<file path="src/hybrid_pq_cfg.svh">
`ifndef HYBRID_PQ_CFG_SVH
`define HYBRID_PQ_CFG_SVH

// rank width
// user ranks run 1 to 1022
`define HPQ_RANK_W 10

// each metadata half lives in its own node memory
`define HPQ_HALF_W 10

// 32 nodes with two sentinels among them
`define HPQ_L2_NODES 5

// sorted register bank entries
`define HPQ_REG_DEPTH 4

// entry count of list plus bank
`define HPQ_CNT_W 6

`endif

</file>
<file path="src/hybrid_pq_pkg.sv">
`default_nettype none

`include "hybrid_pq_cfg.svh"

package hybrid_pq_pkg;

	// 0 is the tail sentinel, all ones the head sentinel
	typedef logic [`HPQ_RANK_W-1:0] rank_t;

	typedef struct packed
	{
		logic [`HPQ_HALF_W-1:0] hsp;
		logic [`HPQ_HALF_W-1:0] mdp;
	} meta_halves_t;

	// one word at the ports, two halves in the node memories
	typedef union packed
	{
		logic [2*`HPQ_HALF_W-1:0] word;
		meta_halves_t half;
	} meta_u;

	// all ones means no node
	typedef logic [`HPQ_L2_NODES-1:0] node_t;

	typedef logic [`HPQ_CNT_W-1:0] cnt_t;

endpackage

`default_nettype wire

</file>
<file path="src/free_list.sv">
`timescale 1ns/1ns
`default_nettype none

`include "hybrid_pq_cfg.svh"

module free_list
(
	input wire logic clk,
	input wire logic rst,
	input wire logic put,
	input wire hybrid_pq_pkg::node_t put_node,
	input wire logic take,
	output hybrid_pq_pkg::node_t next_node,
	output logic empty
);
	import hybrid_pq_pkg::*;

	node_t mem [1 << `HPQ_L2_NODES];
	node_t wr_ptr;
	node_t rd_ptr;
	logic [`HPQ_L2_NODES:0] fill;

	always_ff @(posedge clk)
	begin
		if (put)
			mem[wr_ptr] <= put_node;
	end

	always_ff @(posedge clk)
	begin
		if (rst)
		begin
			wr_ptr <= '0;
			rd_ptr <= '0;
			fill <= '0;
		end
		else
		begin
			if (put)
				wr_ptr <= wr_ptr + 1'b1;
			if (take)
				rd_ptr <= rd_ptr + 1'b1;
			if (put && !take)
				fill <= fill + 1'b1;
			else if (take && !put)
				fill <= fill - 1'b1;
		end
	end

	// head of the queue shows without a read strobe
	assign next_node = mem[rd_ptr];
	assign empty = (fill == '0);

	a_take_not_empty: assert property (@(posedge clk) disable iff (rst) take |-> !empty);

endmodule

`default_nettype wire

</file>
<file path="src/hybrid_pq.sv">
`timescale 1ns/1ns
`default_nettype none

module hybrid_pq
(
	input wire logic clk,
	input wire logic rst,
	input wire logic insert,
	input wire logic remove,
	input wire hybrid_pq_pkg::rank_t rank_in,
	input wire hybrid_pq_pkg::meta_u meta_in,
	output hybrid_pq_pkg::rank_t rank_out,
	output hybrid_pq_pkg::meta_u meta_out,
	output logic valid_out,
	output logic busy,
	output logic full,
	output hybrid_pq_pkg::cnt_t num_entries
);
	import hybrid_pq_pkg::*;

	logic bank_push, bank_empty, bank_full;
	rank_t bank_rank, max_rank;
	meta_u bank_meta, max_meta;
	cnt_t bank_count, list_count;

	logic list_push, list_pop, popped, list_idle, no_free;
	rank_t list_rank, pop_rank;
	meta_u list_meta, pop_meta;

	pifo_reg u_pifo_reg (.clk(clk), .rst(rst), .push(bank_push), .push_rank(bank_rank),
		.push_meta(bank_meta), .remove(remove), .rank_out(rank_out), .meta_out(meta_out),
		.valid_out(valid_out), .max_rank(max_rank), .max_meta(max_meta),
		.empty(bank_empty), .bank_full(bank_full), .count(bank_count));

	list_store u_list_store (.clk(clk), .rst(rst), .push(list_push), .push_rank(list_rank),
		.push_meta(list_meta), .pop(list_pop), .popped(popped), .pop_rank(pop_rank),
		.pop_meta(pop_meta), .idle(list_idle), .count(list_count), .no_free(no_free));

	pq_steer u_pq_steer (.clk(clk), .rst(rst), .insert(insert), .rank_in(rank_in),
		.meta_in(meta_in), .max_rank(max_rank), .max_meta(max_meta),
		.bank_empty(bank_empty), .bank_full(bank_full), .bank_count(bank_count),
		.list_count(list_count), .list_idle(list_idle), .no_free(no_free),
		.popped(popped), .pop_rank(pop_rank), .pop_meta(pop_meta),
		.bank_push(bank_push), .bank_rank(bank_rank), .bank_meta(bank_meta),
		.list_push(list_push), .list_rank(list_rank), .list_meta(list_meta),
		.list_pop(list_pop), .busy(busy), .full(full), .num_entries(num_entries));

endmodule

`default_nettype wire

</file>
<file path="src/list_store.sv">
`timescale 1ns/1ns
`default_nettype none

`include "hybrid_pq_cfg.svh"

module list_store
(
	input wire logic clk,
	input wire logic rst,
	input wire logic push,
	input wire hybrid_pq_pkg::rank_t push_rank,
	input wire hybrid_pq_pkg::meta_u push_meta,
	input wire logic pop,
	output logic popped,
	output hybrid_pq_pkg::rank_t pop_rank,
	output hybrid_pq_pkg::meta_u pop_meta,
	output logic idle,
	output hybrid_pq_pkg::cnt_t count,
	output logic no_free
);
	import hybrid_pq_pkg::*;

	localparam node_t HEAD = node_t'(0);
	localparam node_t TAIL = node_t'(1);
	localparam node_t NONE = '1;

	typedef enum logic [3:0]
	{
		S_INIT, S_IDLE, S_W_WAIT, S_W_CMP, S_LINK,
		S_P_WAIT1, S_P_TAIL, S_P_WAIT2, S_P_NODE
	} state_t;

	state_t state;
	node_t init_cnt;
	node_t cur;
	node_t left;
	node_t new_node;
	rank_t new_rank;
	meta_u new_meta;

	logic data_wr, next_wr, prev_wr;
	node_t data_waddr, next_waddr, prev_waddr;
	node_t next_din, prev_din;
	rank_t w_rank;
	meta_u w_meta;

	rank_t rank_dout;
	logic [`HPQ_HALF_W-1:0] hsp_dout, mdp_dout;
	node_t next_dout, prev_dout;

	logic fl_put, fl_take;
	node_t fl_node, fl_next;
	logic stop;

	// descending from head, so the first rank at or below the new one marks the spot
	assign stop = (rank_dout <= new_rank);

	node_ram #(.WIDTH(`HPQ_RANK_W)) rank_ram (.clk(clk), .wr(data_wr), .waddr(data_waddr),
		.din(w_rank), .raddr(cur), .dout(rank_dout));
	node_ram #(.WIDTH(`HPQ_HALF_W)) hsp_ram (.clk(clk), .wr(data_wr), .waddr(data_waddr),
		.din(w_meta.half.hsp), .raddr(cur), .dout(hsp_dout));
	node_ram #(.WIDTH(`HPQ_HALF_W)) mdp_ram (.clk(clk), .wr(data_wr), .waddr(data_waddr),
		.din(w_meta.half.mdp), .raddr(cur), .dout(mdp_dout));
	node_ram #(.WIDTH(`HPQ_L2_NODES)) next_ram (.clk(clk), .wr(next_wr), .waddr(next_waddr),
		.din(next_din), .raddr(cur), .dout(next_dout));
	node_ram #(.WIDTH(`HPQ_L2_NODES)) prev_ram (.clk(clk), .wr(prev_wr), .waddr(prev_waddr),
		.din(prev_din), .raddr(cur), .dout(prev_dout));

	assign fl_put = (state == S_INIT) || (state == S_P_NODE);
	// cur holds the dequeued node in S_P_NODE
	assign fl_node = (state == S_INIT) ? init_cnt : cur;
	assign fl_take = (state == S_IDLE) && push;

	free_list u_free_list (.clk(clk), .rst(rst), .put(fl_put), .put_node(fl_node),
		.take(fl_take), .next_node(fl_next), .empty(no_free));

	always_comb
	begin
		data_wr = 1'b0;
		data_waddr = new_node;
		w_rank = new_rank;
		w_meta = new_meta;
		next_wr = 1'b0;
		next_waddr = new_node;
		next_din = cur;
		prev_wr = 1'b0;
		prev_waddr = cur;
		prev_din = new_node;
		case (state)
			S_INIT:
			begin
				// sentinels written alongside the first free-list puts
				if (init_cnt == node_t'(2) || init_cnt == node_t'(3))
				begin
					data_wr = 1'b1;
					next_wr = 1'b1;
					prev_wr = 1'b1;
					w_meta.word = '1;
					if (init_cnt == node_t'(2))
					begin
						data_waddr = HEAD;
						w_rank = '1;
						next_waddr = HEAD;
						next_din = TAIL;
						prev_waddr = HEAD;
						prev_din = NONE;
					end
					else
					begin
						data_waddr = TAIL;
						w_rank = '0;
						next_waddr = TAIL;
						next_din = NONE;
						prev_waddr = TAIL;
						prev_din = HEAD;
					end
				end
			end
			S_W_CMP:
			begin
				// new node points at cur, cur points back at it
				if (stop)
				begin
					data_wr = 1'b1;
					next_wr = 1'b1;
					prev_wr = 1'b1;
				end
			end
			S_LINK:
			begin
				prev_wr = 1'b1;
				prev_waddr = new_node;
				prev_din = left;
				next_wr = 1'b1;
				next_waddr = left;
				next_din = new_node;
			end
			S_P_NODE:
			begin
				// close the gap between left neighbour and tail
				next_wr = 1'b1;
				next_waddr = prev_dout;
				next_din = TAIL;
				prev_wr = 1'b1;
				prev_waddr = TAIL;
				prev_din = prev_dout;
			end
			default:
			begin
			end
		endcase
	end

	always_ff @(posedge clk)
	begin
		if (rst)
		begin
			state <= S_INIT;
			init_cnt <= node_t'(2);
			cur <= HEAD;
			count <= '0;
			popped <= 1'b0;
		end
		else
		begin
			popped <= 1'b0;
			case (state)
				S_INIT:
				begin
					init_cnt <= init_cnt + 1'b1;
					if (init_cnt == '1)
						state <= S_IDLE;
				end
				S_IDLE:
				begin
					if (push)
					begin
						new_node <= fl_next;
						new_rank <= push_rank;
						new_meta <= push_meta;
						cur <= HEAD;
						state <= S_W_WAIT;
					end
					else if (pop)
					begin
						cur <= TAIL;
						state <= S_P_WAIT1;
					end
				end
				S_W_WAIT:
					state <= S_W_CMP;
				S_W_CMP:
				begin
					if (stop)
					begin
						left <= prev_dout;
						state <= S_LINK;
					end
					else
					begin
						cur <= next_dout;
						state <= S_W_WAIT;
					end
				end
				S_LINK:
				begin
					count <= count + 1'b1;
					state <= S_IDLE;
				end
				S_P_WAIT1:
					state <= S_P_TAIL;
				S_P_TAIL:
				begin
					cur <= prev_dout;
					state <= S_P_WAIT2;
				end
				S_P_WAIT2:
					state <= S_P_NODE;
				S_P_NODE:
				begin
					popped <= 1'b1;
					pop_rank <= rank_dout;
					pop_meta <= {hsp_dout, mdp_dout};
					count <= count - 1'b1;
					state <= S_IDLE;
				end
				default:
					state <= S_INIT;
			endcase
		end
	end

	assign idle = (state == S_IDLE);

	a_push_idle: assert property (@(posedge clk) disable iff (rst) push |-> idle);
	a_pop_count: assert property (@(posedge clk) disable iff (rst) pop |-> count != '0);

endmodule

`default_nettype wire

</file>
<file path="src/node_ram.sv">
`timescale 1ns/1ns
`default_nettype none

`include "hybrid_pq_cfg.svh"

module node_ram
#(
	parameter int WIDTH = 8
)
(
	input wire logic clk,
	input wire logic wr,
	input wire hybrid_pq_pkg::node_t waddr,
	input wire logic [WIDTH-1:0] din,
	input wire hybrid_pq_pkg::node_t raddr,
	output logic [WIDTH-1:0] dout
);
	import hybrid_pq_pkg::*;

	logic [WIDTH-1:0] mem [1 << `HPQ_L2_NODES];

	// read returns the old word on a same-address write
	always_ff @(posedge clk)
	begin
		if (wr)
			mem[waddr] <= din;
		dout <= mem[raddr];
	end

endmodule

`default_nettype wire

</file>
<file path="src/pifo_reg.sv">
`timescale 1ns/1ns
`default_nettype none

`include "hybrid_pq_cfg.svh"

module pifo_reg
(
	input wire logic clk,
	input wire logic rst,
	input wire logic push,
	input wire hybrid_pq_pkg::rank_t push_rank,
	input wire hybrid_pq_pkg::meta_u push_meta,
	input wire logic remove,
	output hybrid_pq_pkg::rank_t rank_out,
	output hybrid_pq_pkg::meta_u meta_out,
	output logic valid_out,
	output hybrid_pq_pkg::rank_t max_rank,
	output hybrid_pq_pkg::meta_u max_meta,
	output logic empty,
	output logic bank_full,
	output hybrid_pq_pkg::cnt_t count
);
	import hybrid_pq_pkg::*;

	localparam int DEPTH = `HPQ_REG_DEPTH;

	rank_t rank_q [DEPTH];
	meta_u meta_q [DEPTH];
	logic [DEPTH-1:0] vld_q;

	rank_t s_rank [DEPTH];
	meta_u s_meta [DEPTH];
	logic [DEPTH-1:0] s_vld;
	logic [DEPTH-1:0] greater;

	rank_t n_rank [DEPTH];
	meta_u n_meta [DEPTH];
	logic [DEPTH-1:0] n_vld;

	always_comb
	begin
		// shift out the minimum first
		for (int i = 0; i < DEPTH; i++)
		begin
			if (remove && i < DEPTH-1)
			begin
				s_rank[i] = rank_q[i+1];
				s_meta[i] = meta_q[i+1];
				s_vld[i] = vld_q[i+1];
			end
			else
			begin
				s_rank[i] = rank_q[i];
				s_meta[i] = meta_q[i];
				s_vld[i] = vld_q[i] && !remove;
			end
			greater[i] = !s_vld[i] || (push_rank < s_rank[i]);
		end

		// slot i takes the push where greater first turns true, the rest move up
		n_rank[0] = (push && greater[0]) ? push_rank : s_rank[0];
		n_meta[0] = (push && greater[0]) ? push_meta : s_meta[0];
		n_vld[0] = (push && greater[0]) || s_vld[0];
		for (int i = 1; i < DEPTH; i++)
		begin
			if (push && greater[i] && !greater[i-1])
			begin
				n_rank[i] = push_rank;
				n_meta[i] = push_meta;
				n_vld[i] = 1'b1;
			end
			else if (push && greater[i])
			begin
				n_rank[i] = s_rank[i-1];
				n_meta[i] = s_meta[i-1];
				n_vld[i] = s_vld[i-1];
			end
			else
			begin
				n_rank[i] = s_rank[i];
				n_meta[i] = s_meta[i];
				n_vld[i] = s_vld[i];
			end
		end
	end

	always_ff @(posedge clk)
	begin
		rank_q <= n_rank;
		meta_q <= n_meta;
		rank_out <= rank_q[0];
		meta_out <= meta_q[0];
		if (rst)
		begin
			vld_q <= '0;
			valid_out <= 1'b0;
		end
		else
		begin
			vld_q <= n_vld;
			valid_out <= remove;
		end
	end

	// maximum sits at the last valid slot
	always_comb
	begin
		max_rank = rank_q[0];
		max_meta = meta_q[0];
		count = '0;
		for (int i = 0; i < DEPTH; i++)
		begin
			if (vld_q[i])
			begin
				max_rank = rank_q[i];
				max_meta = meta_q[i];
			end
			count = count + cnt_t'(vld_q[i]);
		end
	end

	assign empty = !vld_q[0];
	assign bank_full = vld_q[DEPTH-1];

	a_remove_not_empty: assert property (@(posedge clk) disable iff (rst) remove |-> !empty);

endmodule

`default_nettype wire

</file>
<file path="src/pq_steer.sv">
`timescale 1ns/1ns
`default_nettype none

module pq_steer
(
	input wire logic clk,
	input wire logic rst,
	input wire logic insert,
	input wire hybrid_pq_pkg::rank_t rank_in,
	input wire hybrid_pq_pkg::meta_u meta_in,
	input wire hybrid_pq_pkg::rank_t max_rank,
	input wire hybrid_pq_pkg::meta_u max_meta,
	input wire logic bank_empty,
	input wire logic bank_full,
	input wire hybrid_pq_pkg::cnt_t bank_count,
	input wire hybrid_pq_pkg::cnt_t list_count,
	input wire logic list_idle,
	input wire logic no_free,
	input wire logic popped,
	input wire hybrid_pq_pkg::rank_t pop_rank,
	input wire hybrid_pq_pkg::meta_u pop_meta,
	output logic bank_push,
	output hybrid_pq_pkg::rank_t bank_rank,
	output hybrid_pq_pkg::meta_u bank_meta,
	output logic list_push,
	output hybrid_pq_pkg::rank_t list_rank,
	output hybrid_pq_pkg::meta_u list_meta,
	output logic list_pop,
	output logic busy,
	output logic full,
	output hybrid_pq_pkg::cnt_t num_entries
);
	import hybrid_pq_pkg::*;

	logic pending;
	logic list_has;
	logic below_max;

	assign list_has = (list_count != '0);
	assign below_max = (rank_in < max_rank);

	// one refill in flight, cleared once its entry lands in the bank
	always_ff @(posedge clk)
	begin
		if (rst)
			pending <= 1'b0;
		else if (list_pop)
			pending <= 1'b1;
		else if (popped)
			pending <= 1'b0;
	end

	assign list_pop = list_idle && list_has && !bank_full && !insert && !pending;

	always_comb
	begin
		bank_push = 1'b0;
		bank_rank = rank_in;
		bank_meta = meta_in;
		list_push = 1'b0;
		list_rank = rank_in;
		list_meta = meta_in;
		if (popped)
		begin
			bank_push = 1'b1;
			bank_rank = pop_rank;
			bank_meta = pop_meta;
		end
		else if (insert)
		begin
			if (!list_has && !bank_full)
				bank_push = 1'b1;
			else if (bank_full && below_max)
			begin
				// evicted maximum goes down to the list
				bank_push = 1'b1;
				list_push = 1'b1;
				list_rank = max_rank;
				list_meta = max_meta;
			end
			else if (!bank_empty && below_max)
				bank_push = 1'b1;
			else
				list_push = 1'b1;
		end
	end

	// a bank with room while the list holds entries is a refill about to start
	assign busy = !list_idle || pending || (list_has && !bank_full);
	assign full = no_free;
	assign num_entries = bank_count + list_count;

	a_insert_legal: assert property (@(posedge clk) disable iff (rst) insert |-> !busy && !full);

endmodule

`default_nettype wire

</file>
<file path="config.mk">
export PLATFORM = sky130hd
export DESIGN_NAME = hybrid_pq
export DESIGN_NICKNAME = d
export VERILOG_FILES = /design/src/hybrid_pq_pkg.sv /design/src/free_list.sv /design/src/hybrid_pq.sv /design/src/list_store.sv /design/src/node_ram.sv /design/src/pifo_reg.sv /design/src/pq_steer.sv
export VERILOG_INCLUDE_DIRS = /design/src
export SDC_FILE = /design/constraint.sdc
export NUM_CORES = 2
export LEC_CHECK = 0
export ABC_CLOCK_PERIOD_IN_PS = 5810
export BUFFER_PORTS_ARGS = -buffer_cell sky130_fd_sc_hd__buf_2
export CAP_MARGIN = 10
export CORE_MARGIN = 5
export CORE_UTILIZATION = 28
export CTS_BUF_LIST = sky130_fd_sc_hd__clkbuf_2
export CTS_CLUSTER_SIZE = 24
export DETAILED_ROUTE_END_ITERATION = 12
export PLACE_DENSITY = 0.54
export RECOVER_POWER = 50
export SLEW_MARGIN = 20
export SYNTH_ARGS = -nofsm -noshare
export SYNTH_HDL_FRONTEND = slang
export SYNTH_SLANG_ARGS = --single-unit
</file>
<file path="constraint.sdc">
create_clock -name clk -period 5.81 [get_ports clk]
set_input_delay 1.162 -clock clk [delete_from_list [all_inputs] [get_ports clk]]
set_output_delay 1.162 -clock clk [all_outputs]
set_load 0.01 [all_outputs]
</file>
# Word-level counts from Yosys, hierarchy flattened
# Memories as Yosys holds them, arrays and structs flattened. A register that Yosys moved wholly into a read port is not among the register bits.
# Index checks and enable logic that the tools add are counted.
[classes]
reduce_logical = 60
eq_ne = 14
bitwise_logic = 1
n_mux = 98
n_lt_le_gt_ge = 6
add_sub_neg = 11
[ops]
columns = ["cell", "n"]
rows = [
  ["20-bit two-way mux", 20],
  ["10-bit two-way mux", 21],
  ["5-bit one-hot mux with 3 select lines", 5],
  ["5-bit two-way mux", 11],
  ["10-bit less-than comparator", 5],
  ["4-bit one-hot mux with 8 select lines", 1],
  ["1-bit two-way mux", 31],
  ["1-bit logical AND", 22],
  ["4-bit by 3-bit equality test with 1-bit output (second input constant)", 4],
  ["5-bit by 1-bit adder with 5-bit output (second input constant)", 3],
  ["1-bit logical NOT", 15],
  ["6-bit by 1-bit adder with 6-bit output", 2],
  ["6-bit by 1-bit adder with 6-bit output (second input constant)", 2],
  ["4-bit two-way mux", 3],
  ["6-bit two-way mux", 2],
  ["6-bit one-hot mux with 2 select lines", 1],
  ["6-bit by 1-bit subtractor with 6-bit output (second input constant)", 2],
  ["5-bit by 2-bit equality test with 1-bit output (second input constant)", 2],
  ["10-bit <= comparator", 1],
  ["1-bit logical OR", 9],
  ["3-bit AND reduction", 3],
  ["4-bit by 2-bit equality test with 1-bit output (second input constant)", 2],
  ["2-bit nonzero test", 4],
  ["6-bit adder", 1],
  ["other kinds (16)", 18],
]
[totals]
ram_bits = 1440
elab_cells = 222
n_memories = 6
ff_bits = 258
[memory_table]
columns = ["name", "words", "width", "rd", "rd_ports_with_merged_regs", "wr", "line", "source"]
rows = [
  ["u_list_store.hsp_ram.mem", 32, 10, 1, 1, 1, "node_ram.sv:20", "logic [WIDTH-1:0] mem [1 << `HPQ_L2_NODES];"],
  ["u_list_store.mdp_ram.mem", 32, 10, 1, 1, 1, "node_ram.sv:20", ""],
  ["u_list_store.rank_ram.mem", 32, 10, 1, 1, 1, "node_ram.sv:20", ""],
  ["u_list_store.next_ram.mem", 32, 5, 1, 1, 1, "node_ram.sv:20", ""],
  ["u_list_store.prev_ram.mem", 32, 5, 1, 1, 1, "node_ram.sv:20", ""],
  ["u_list_store.u_free_list.mem", 32, 5, 1, 1, 1, "free_list.sv:18", "node_t mem [1 << `HPQ_L2_NODES];"],
]

# Depth between registers and ports, before layout
[depth]
depth_word = 14
ltp_mapped = 20

# Cells and area by module
# Synthesis repeated with hierarchy kept, for this count alone.
[unflattened]
cells_unflattened = 4554
area_unflattened_um2 = 73177.7
[by_module_without_submodules]
columns = ["mod", "area_each_um2", "seq_area_each_um2", "n_inst", "cells_each"]
rows = [
  ["node_ram at u_list_store.hsp_ram ...", 12993.7, 9809.4, 3, 733],
  ["node_ram at u_list_store.next_ram ...", 6344.8, 4904.7, 2, 277],
  ["pifo_reg", 8380.5, 3403.3, 1, 831],
  ["free_list", 7369.6, 5225.0, 1, 450],
  ["list_store", 4383.0, 2522.4, 1, 381],
  ["pq_steer", 1373.8, 20.0, 1, 139],
]

# Worst setup path before layout
# No wires, ideal clock.
[synth_timing]
kind = "register to register"
start = "register u_pifo_reg.vld_q[1]"
end = "register u_list_store.u_free_list.fill[5]"
path_buffers = 1
required_ns = 5.689
arrival_time_ns = 4.645
path_stages_with_launch = 21
setup_time_ns = 0.121
path_slack_ns = 1.044
path_cell_list = "dfxtp_1 buf_1 mux2i_1 nor2_1 a21oi_1 nor2_1 a21oi_1 ha_1 a211oi_2 o211ai_1 a221o_1 o311ai_2 ha_1 inv_1 ha_1 a21o_1 a21oi_1 o21bai_1 a21oi_1 mux2i_1 mux2_2"
[synth_between]
elab_chain_len = 14
word_cells_on_any_way = 17
cone_classes = "order compare (1); mux (9); reduce/logical (7)"
[synth_rtl]
columns = ["item", "line", "source"]
rows = [
  ["start, declared", "pifo_reg.sv:29", "logic [DEPTH-1:0] vld_q;"],
  ["start signal, assigned", "pifo_reg.sv:100", "vld_q <= n_vld;"],
  ["10-bit two-way mux * (3 in a row)", "pifo_reg.sv:113", "if (vld_q[i])"],
  ["10-bit less-than comparator *", "pq_steer.sv:40", "assign below_max = (rank_in < max_rank);"],
  ["1-bit logical AND", "pq_steer.sv:81", "else if (!bank_empty && below_max)"],
  ["1-bit two-way mux", "pq_steer.sv:81", ""],
  ["1-bit two-way mux *", "pq_steer.sv:73", "else if (bank_full && below_max)"],
  ["1-bit two-way mux *", "pq_steer.sv:71", "if (!list_has && !bank_full)"],
  ["1-bit two-way mux *", "pq_steer.sv:69", "else if (insert)"],
  ["1-bit two-way mux *", "pq_steer.sv:63", "if (popped)"],
  ["1-bit logical AND *", "list_store.sv:72", "assign fl_take = (state == S_IDLE) && push;"],
  ["1-bit logical NOT", "free_list.sv:43", "if (put && !take)"],
  ["1-bit logical AND", "free_list.sv:43", ""],
  ["6-bit two-way mux or 2-bit nonzero test (tied branches)", "-", ""],
  ["end signal, assigned", "free_list.sv:44", "fill <= fill + 1'b1;"],
  ["end signal, assigned", "free_list.sv:46", "fill <= fill - 1'b1;"],
  ["end, declared", "free_list.sv:21", "logic [`HPQ_L2_NODES:0] fill;"],
]
# Mark *: on every way between the ends. The rest lies on a longest branch, timed or not.
# A chain may end at the register's enable or synchronous reset.

# Worst setup path in the final report
[layout_timing]
start = "register u_pifo_reg.vld_q[1]"
end = "output port num_entries[4]"
[layout_between]
elab_chain_len = 4
[layout_rtl]
columns = ["item", "line", "source"]
rows = [
  ["1-bit by 1-bit adder with 2-bit output", "pifo_reg.sv:118", "count = count + cnt_t'(vld_q[i]);"],
  ["6-bit by 1-bit adder with 6-bit output (2 in a row)", "pifo_reg.sv:118", ""],
  ["6-bit adder", "pq_steer.sv:91", "assign num_entries = bank_count + list_count;"],
  ["end, declared", "hybrid_pq.sv:17", "output hybrid_pq_pkg::cnt_t num_entries"],
]
# No other way between the ends.

==> impl_results.md <==
- Initial drt markers: 2824
- Crit path time final: 5.39 ns
- Post-Syn Nets: 3692
- Net Sw Frac: 31.0%
- Synth Warn #: 0
- R2r setup slk: 0.49 ns
- Internal power: 21.8 mW
- Worst-Skew Late Latency: 1.78 ns
- Buf+Inv Stages, Crit Path: 4
- Hold WC Path Type: reg -> reg
- Final Setup Violations: 0
- Overflow after GRT: 0
- Starting Density: 28.2%
- Core ar.: 249000 sq um
- Pre-Repair DR Iteration Count: 5
- CP Class: reg -> out
- Crit Reg-Reg Startpoint: u_list_store.cur[1]$_SDFFE_PP0P_
- CTS tree: done
- RePlAce Congestion: 0.797
- Via-to-Cell Ratio: 4.71
- Worst setup SP type: flop
- Post-CTS Setup Bufs: 0
- Vias in the first global route: 37786
- Post-layout util: 31.8%
- HP Start: u_pifo_reg.meta_q[70]$_DFF_P_
- Setup TNS Final: 0 ns
- Global Route Usage Sum: 13.0%
- Post-synth EDFFs: 1540
- Slowest CP cell: dfxtp_4
- Ports: 73
- Chip Height: 511 um
- Total die area: 261000 sq um
- Status: finished with violations
- CP Capture Type: output pin
- Leak: 25.6 nW
- Drt wl/cell: 22.6 um
- Power per cell area: 398 nW/um^2
- Hpwl dp: 99700 um
- Crit-path leading delay family: adder cells
- Max-cap viol count: 19
- Mapped Avg Cell Area: 19.6 sq um
- Global-route wire length before repair: 256000 um
- Worst slew pin tran: 4.39 ns
- CP peak stage delay: 0.50 ns
- Yosys reg bits: 1743
- Peak Freq: 186 MHz
- Distinct cells, synth: 72
- Main synth FF type: edfxtp_1
- Post-synth ARST share: 0%
- Leading cell type in the layout, fill and taps excluded: edfxtp_1
- NumNets Final: 4157
- Clock power share: 25.0%
- Site Rows: 183
- Syn Inst Count: 3577
- Layout cells sized above 1: 33.7%
- CTS sink cnt: 1743
- Worst vdd ir: 0.390 mV
- DRC Markers: 0
- DR vias: 36202
- Critical Path RT: 4.65 ns
- Clock transition at path regs: 0.09 ns
- Die X: 511 um
- Commonest cells after routing, fill and taps aside: edfxtp_1, clkbuf_2, mux4_2
- Crit share post-route: 92.7%
- Post-synthesis sequential area ratio: 71.7%
- Worst path cell trace: ha_1, inv_1, fa_1, inv_1, ha_1, inv_1, fa_1, nor2b_1, o21ai_0, xnor2_1, buf_2
- Combinational Power Share: 21.4%
- Clk buf depth: 4
- CTS Buf Count: 430
- H-tree levels: 5
- Sequential power share: 53.6%
- Layout filler cell count: 24427
- RSZ-0062 raised after global routing: false
- Clock Tree Root: clkbuf_2
- Worst Setup SP: u_pifo_reg.vld_q[1]$_SDFF_PP0_
- Initial antenna violation count: 8
- Worst EP arrival: 4.22 ns
- Detail Route Antenna Nets: 0
- Clock Skews: 0.165 ns
- Net Sw Power: 9.77 mW
- Input/output buffers: 72
- Final hold viol count: 0
- Pin count of the biggest net entering global routing: 124
- Critical Path Most Common Cell: inv_1
- Final Max Tran Viols: 864
- Worst rel slew slack: -193%
- Cell area after synthesis: 70200 sq um
- Failing checks: max-capacitance violations, max-slew violations
- Worst-path maximum fanout: 13
- Area growth from synthesis to layout: 13.0%
- Drt total wl: 174000 um
==> Yosys cell counts (all sizes together), types with 4 or more instances <==
library cell / n / area, sq um
edfxtp: 1540 / 46200
mux4: 450 / 10100
mux2i: 255 / 2550
dfxtp: 203 / 4060
nor2: 148 / 558
mux2: 134 / 1510
clkbuf: 124 / 465
a21oi: 89 / 445
ha: 77 / 963
nand2: 77 / 289
buf: 75 / 353
inv: 60 / 225
nor3: 49 / 260
nor4: 42 / 269
o21ai: 35 / 175
nand2b: 23 / 144
a21o: 14 / 105
nor2b: 14 / 87.6
nand3: 12 / 65.1
nand4: 11 / 75.1
o22ai: 10 / 62.6
xnor2: 10 / 87.6
xor2: 10 / 87.6
a21boi: 9 / 67.6
or3: 9 / 56.3
o21a: 8 / 60.1
or4: 7 / 52.6
a211oi: 6 / 50.1
a22o: 6 / 52.6
o211ai: 6 / 45.0
o31ai: 6 / 45.0
nor3b: 5 / 37.5
or2: 5 / 31.3
a22oi: 4 / 30.0
fa: 4 / 80.1
o31a: 4 / 35.0
==> routing by layer <==
metal / track usage [%] / wire length, um / vias to the layer above
met3: 2.96 / 10500 / 280
met1: 17.3 / 74900 / 18867
met4: 4.26 / 4120 / 0
met2: 21.2 / 84400 / 1217
li1: - / - / 15838
met5: 0 / 0 / -
==> final cells by class <==
type                            count  area [sq um]  area share (%)
Clock buffer                      624          3120            3.94
Tap cell                         3330          4170            5.25
Multi-Input combinational cell   1575         19200            24.2
Antenna cell                        3          7.51         0.00946
Inverter                           60           225           0.284
Clock inverter                    122           626           0.788
Timing Repair Buffer              232          1660            2.09
Sequential cell                  1743         50300            63.4
==> power by group through the flow <==
stage,Combinational (mW),Sequential [mW],Clock [mW]
global placement,6.73,17.1,0
global route,7.40,17.0,8.94
floorplan,4.48,16.8,0
detailed placement,6.93,17.1,0
CTS,6.96,16.9,8.26
finish,6.75,16.9,7.89
==> final timing paths <==
path                                               end  cells after the start
setup / recovery                        num_entries[4]                     11
setup reg to reg  u_list_store.mdp_ram.dout[8]$_DFF_P_                      4
hold reg to reg        u_pifo_reg.meta_out[10]$_DFF_P_                      0
hold / removal         u_pifo_reg.meta_out[10]$_DFF_P_                      0
==> through the flow <==
step	power (mW)	setup WS [ns]	cell area, sq um	hold WS, ns	cells
5_1_grt	33.4	0.0532	79300	0.121	7687
6_report	31.6	0.424	79300	0.265	7689
4_1_cts	32.1	0.0157	79600	0.00116	7685
2_1_floorplan	21.3	1.04	70200	0.330	3577
3_5_place_dp	24.1	0.962	75500	0.343	6904
3_3_place_gp	23.8	0.920	75400	0.339	6904
==> flip-flops by register name, indices dropped and copies added (netlist names), 20 cells and up <==
signal                        cells
u_list_store.hsp_ram.mem        320
u_list_store.mdp_ram.mem        320
u_list_store.rank_ram.mem       320
u_list_store.next_ram.mem       160
u_list_store.prev_ram.mem       160
u_list_store.u_free_list.mem    160
u_pifo_reg.meta_q                80
u_pifo_reg.rank_q                40
u_list_store.new_meta            20
u_list_store.pop_meta            20
u_pifo_reg.meta_out              20
==> kinds of logic after synthesis <==
logic type               Yosys count  synth area share, %
buffers and inverters            259                 1.49
AND/OR/NAND/NOR                  415                 2.89
multiplexers                     839                 20.2
AO/OA/AOI/OAI                    220                 2.01
XOR/XNOR                          20                0.249
flip-flops                      1743                 71.7
adder cells (fa/ha/maj)           81                 1.49
==> what timing repair did <==
item                                    CTS  global route
hold buffers                             36             0
endpoints found under the hold margin   222             0
pin swaps                                 0             0
resized for setup                         2             1
endpoints found under the setup margin    1             1
(Power assumes the default switching activity.)
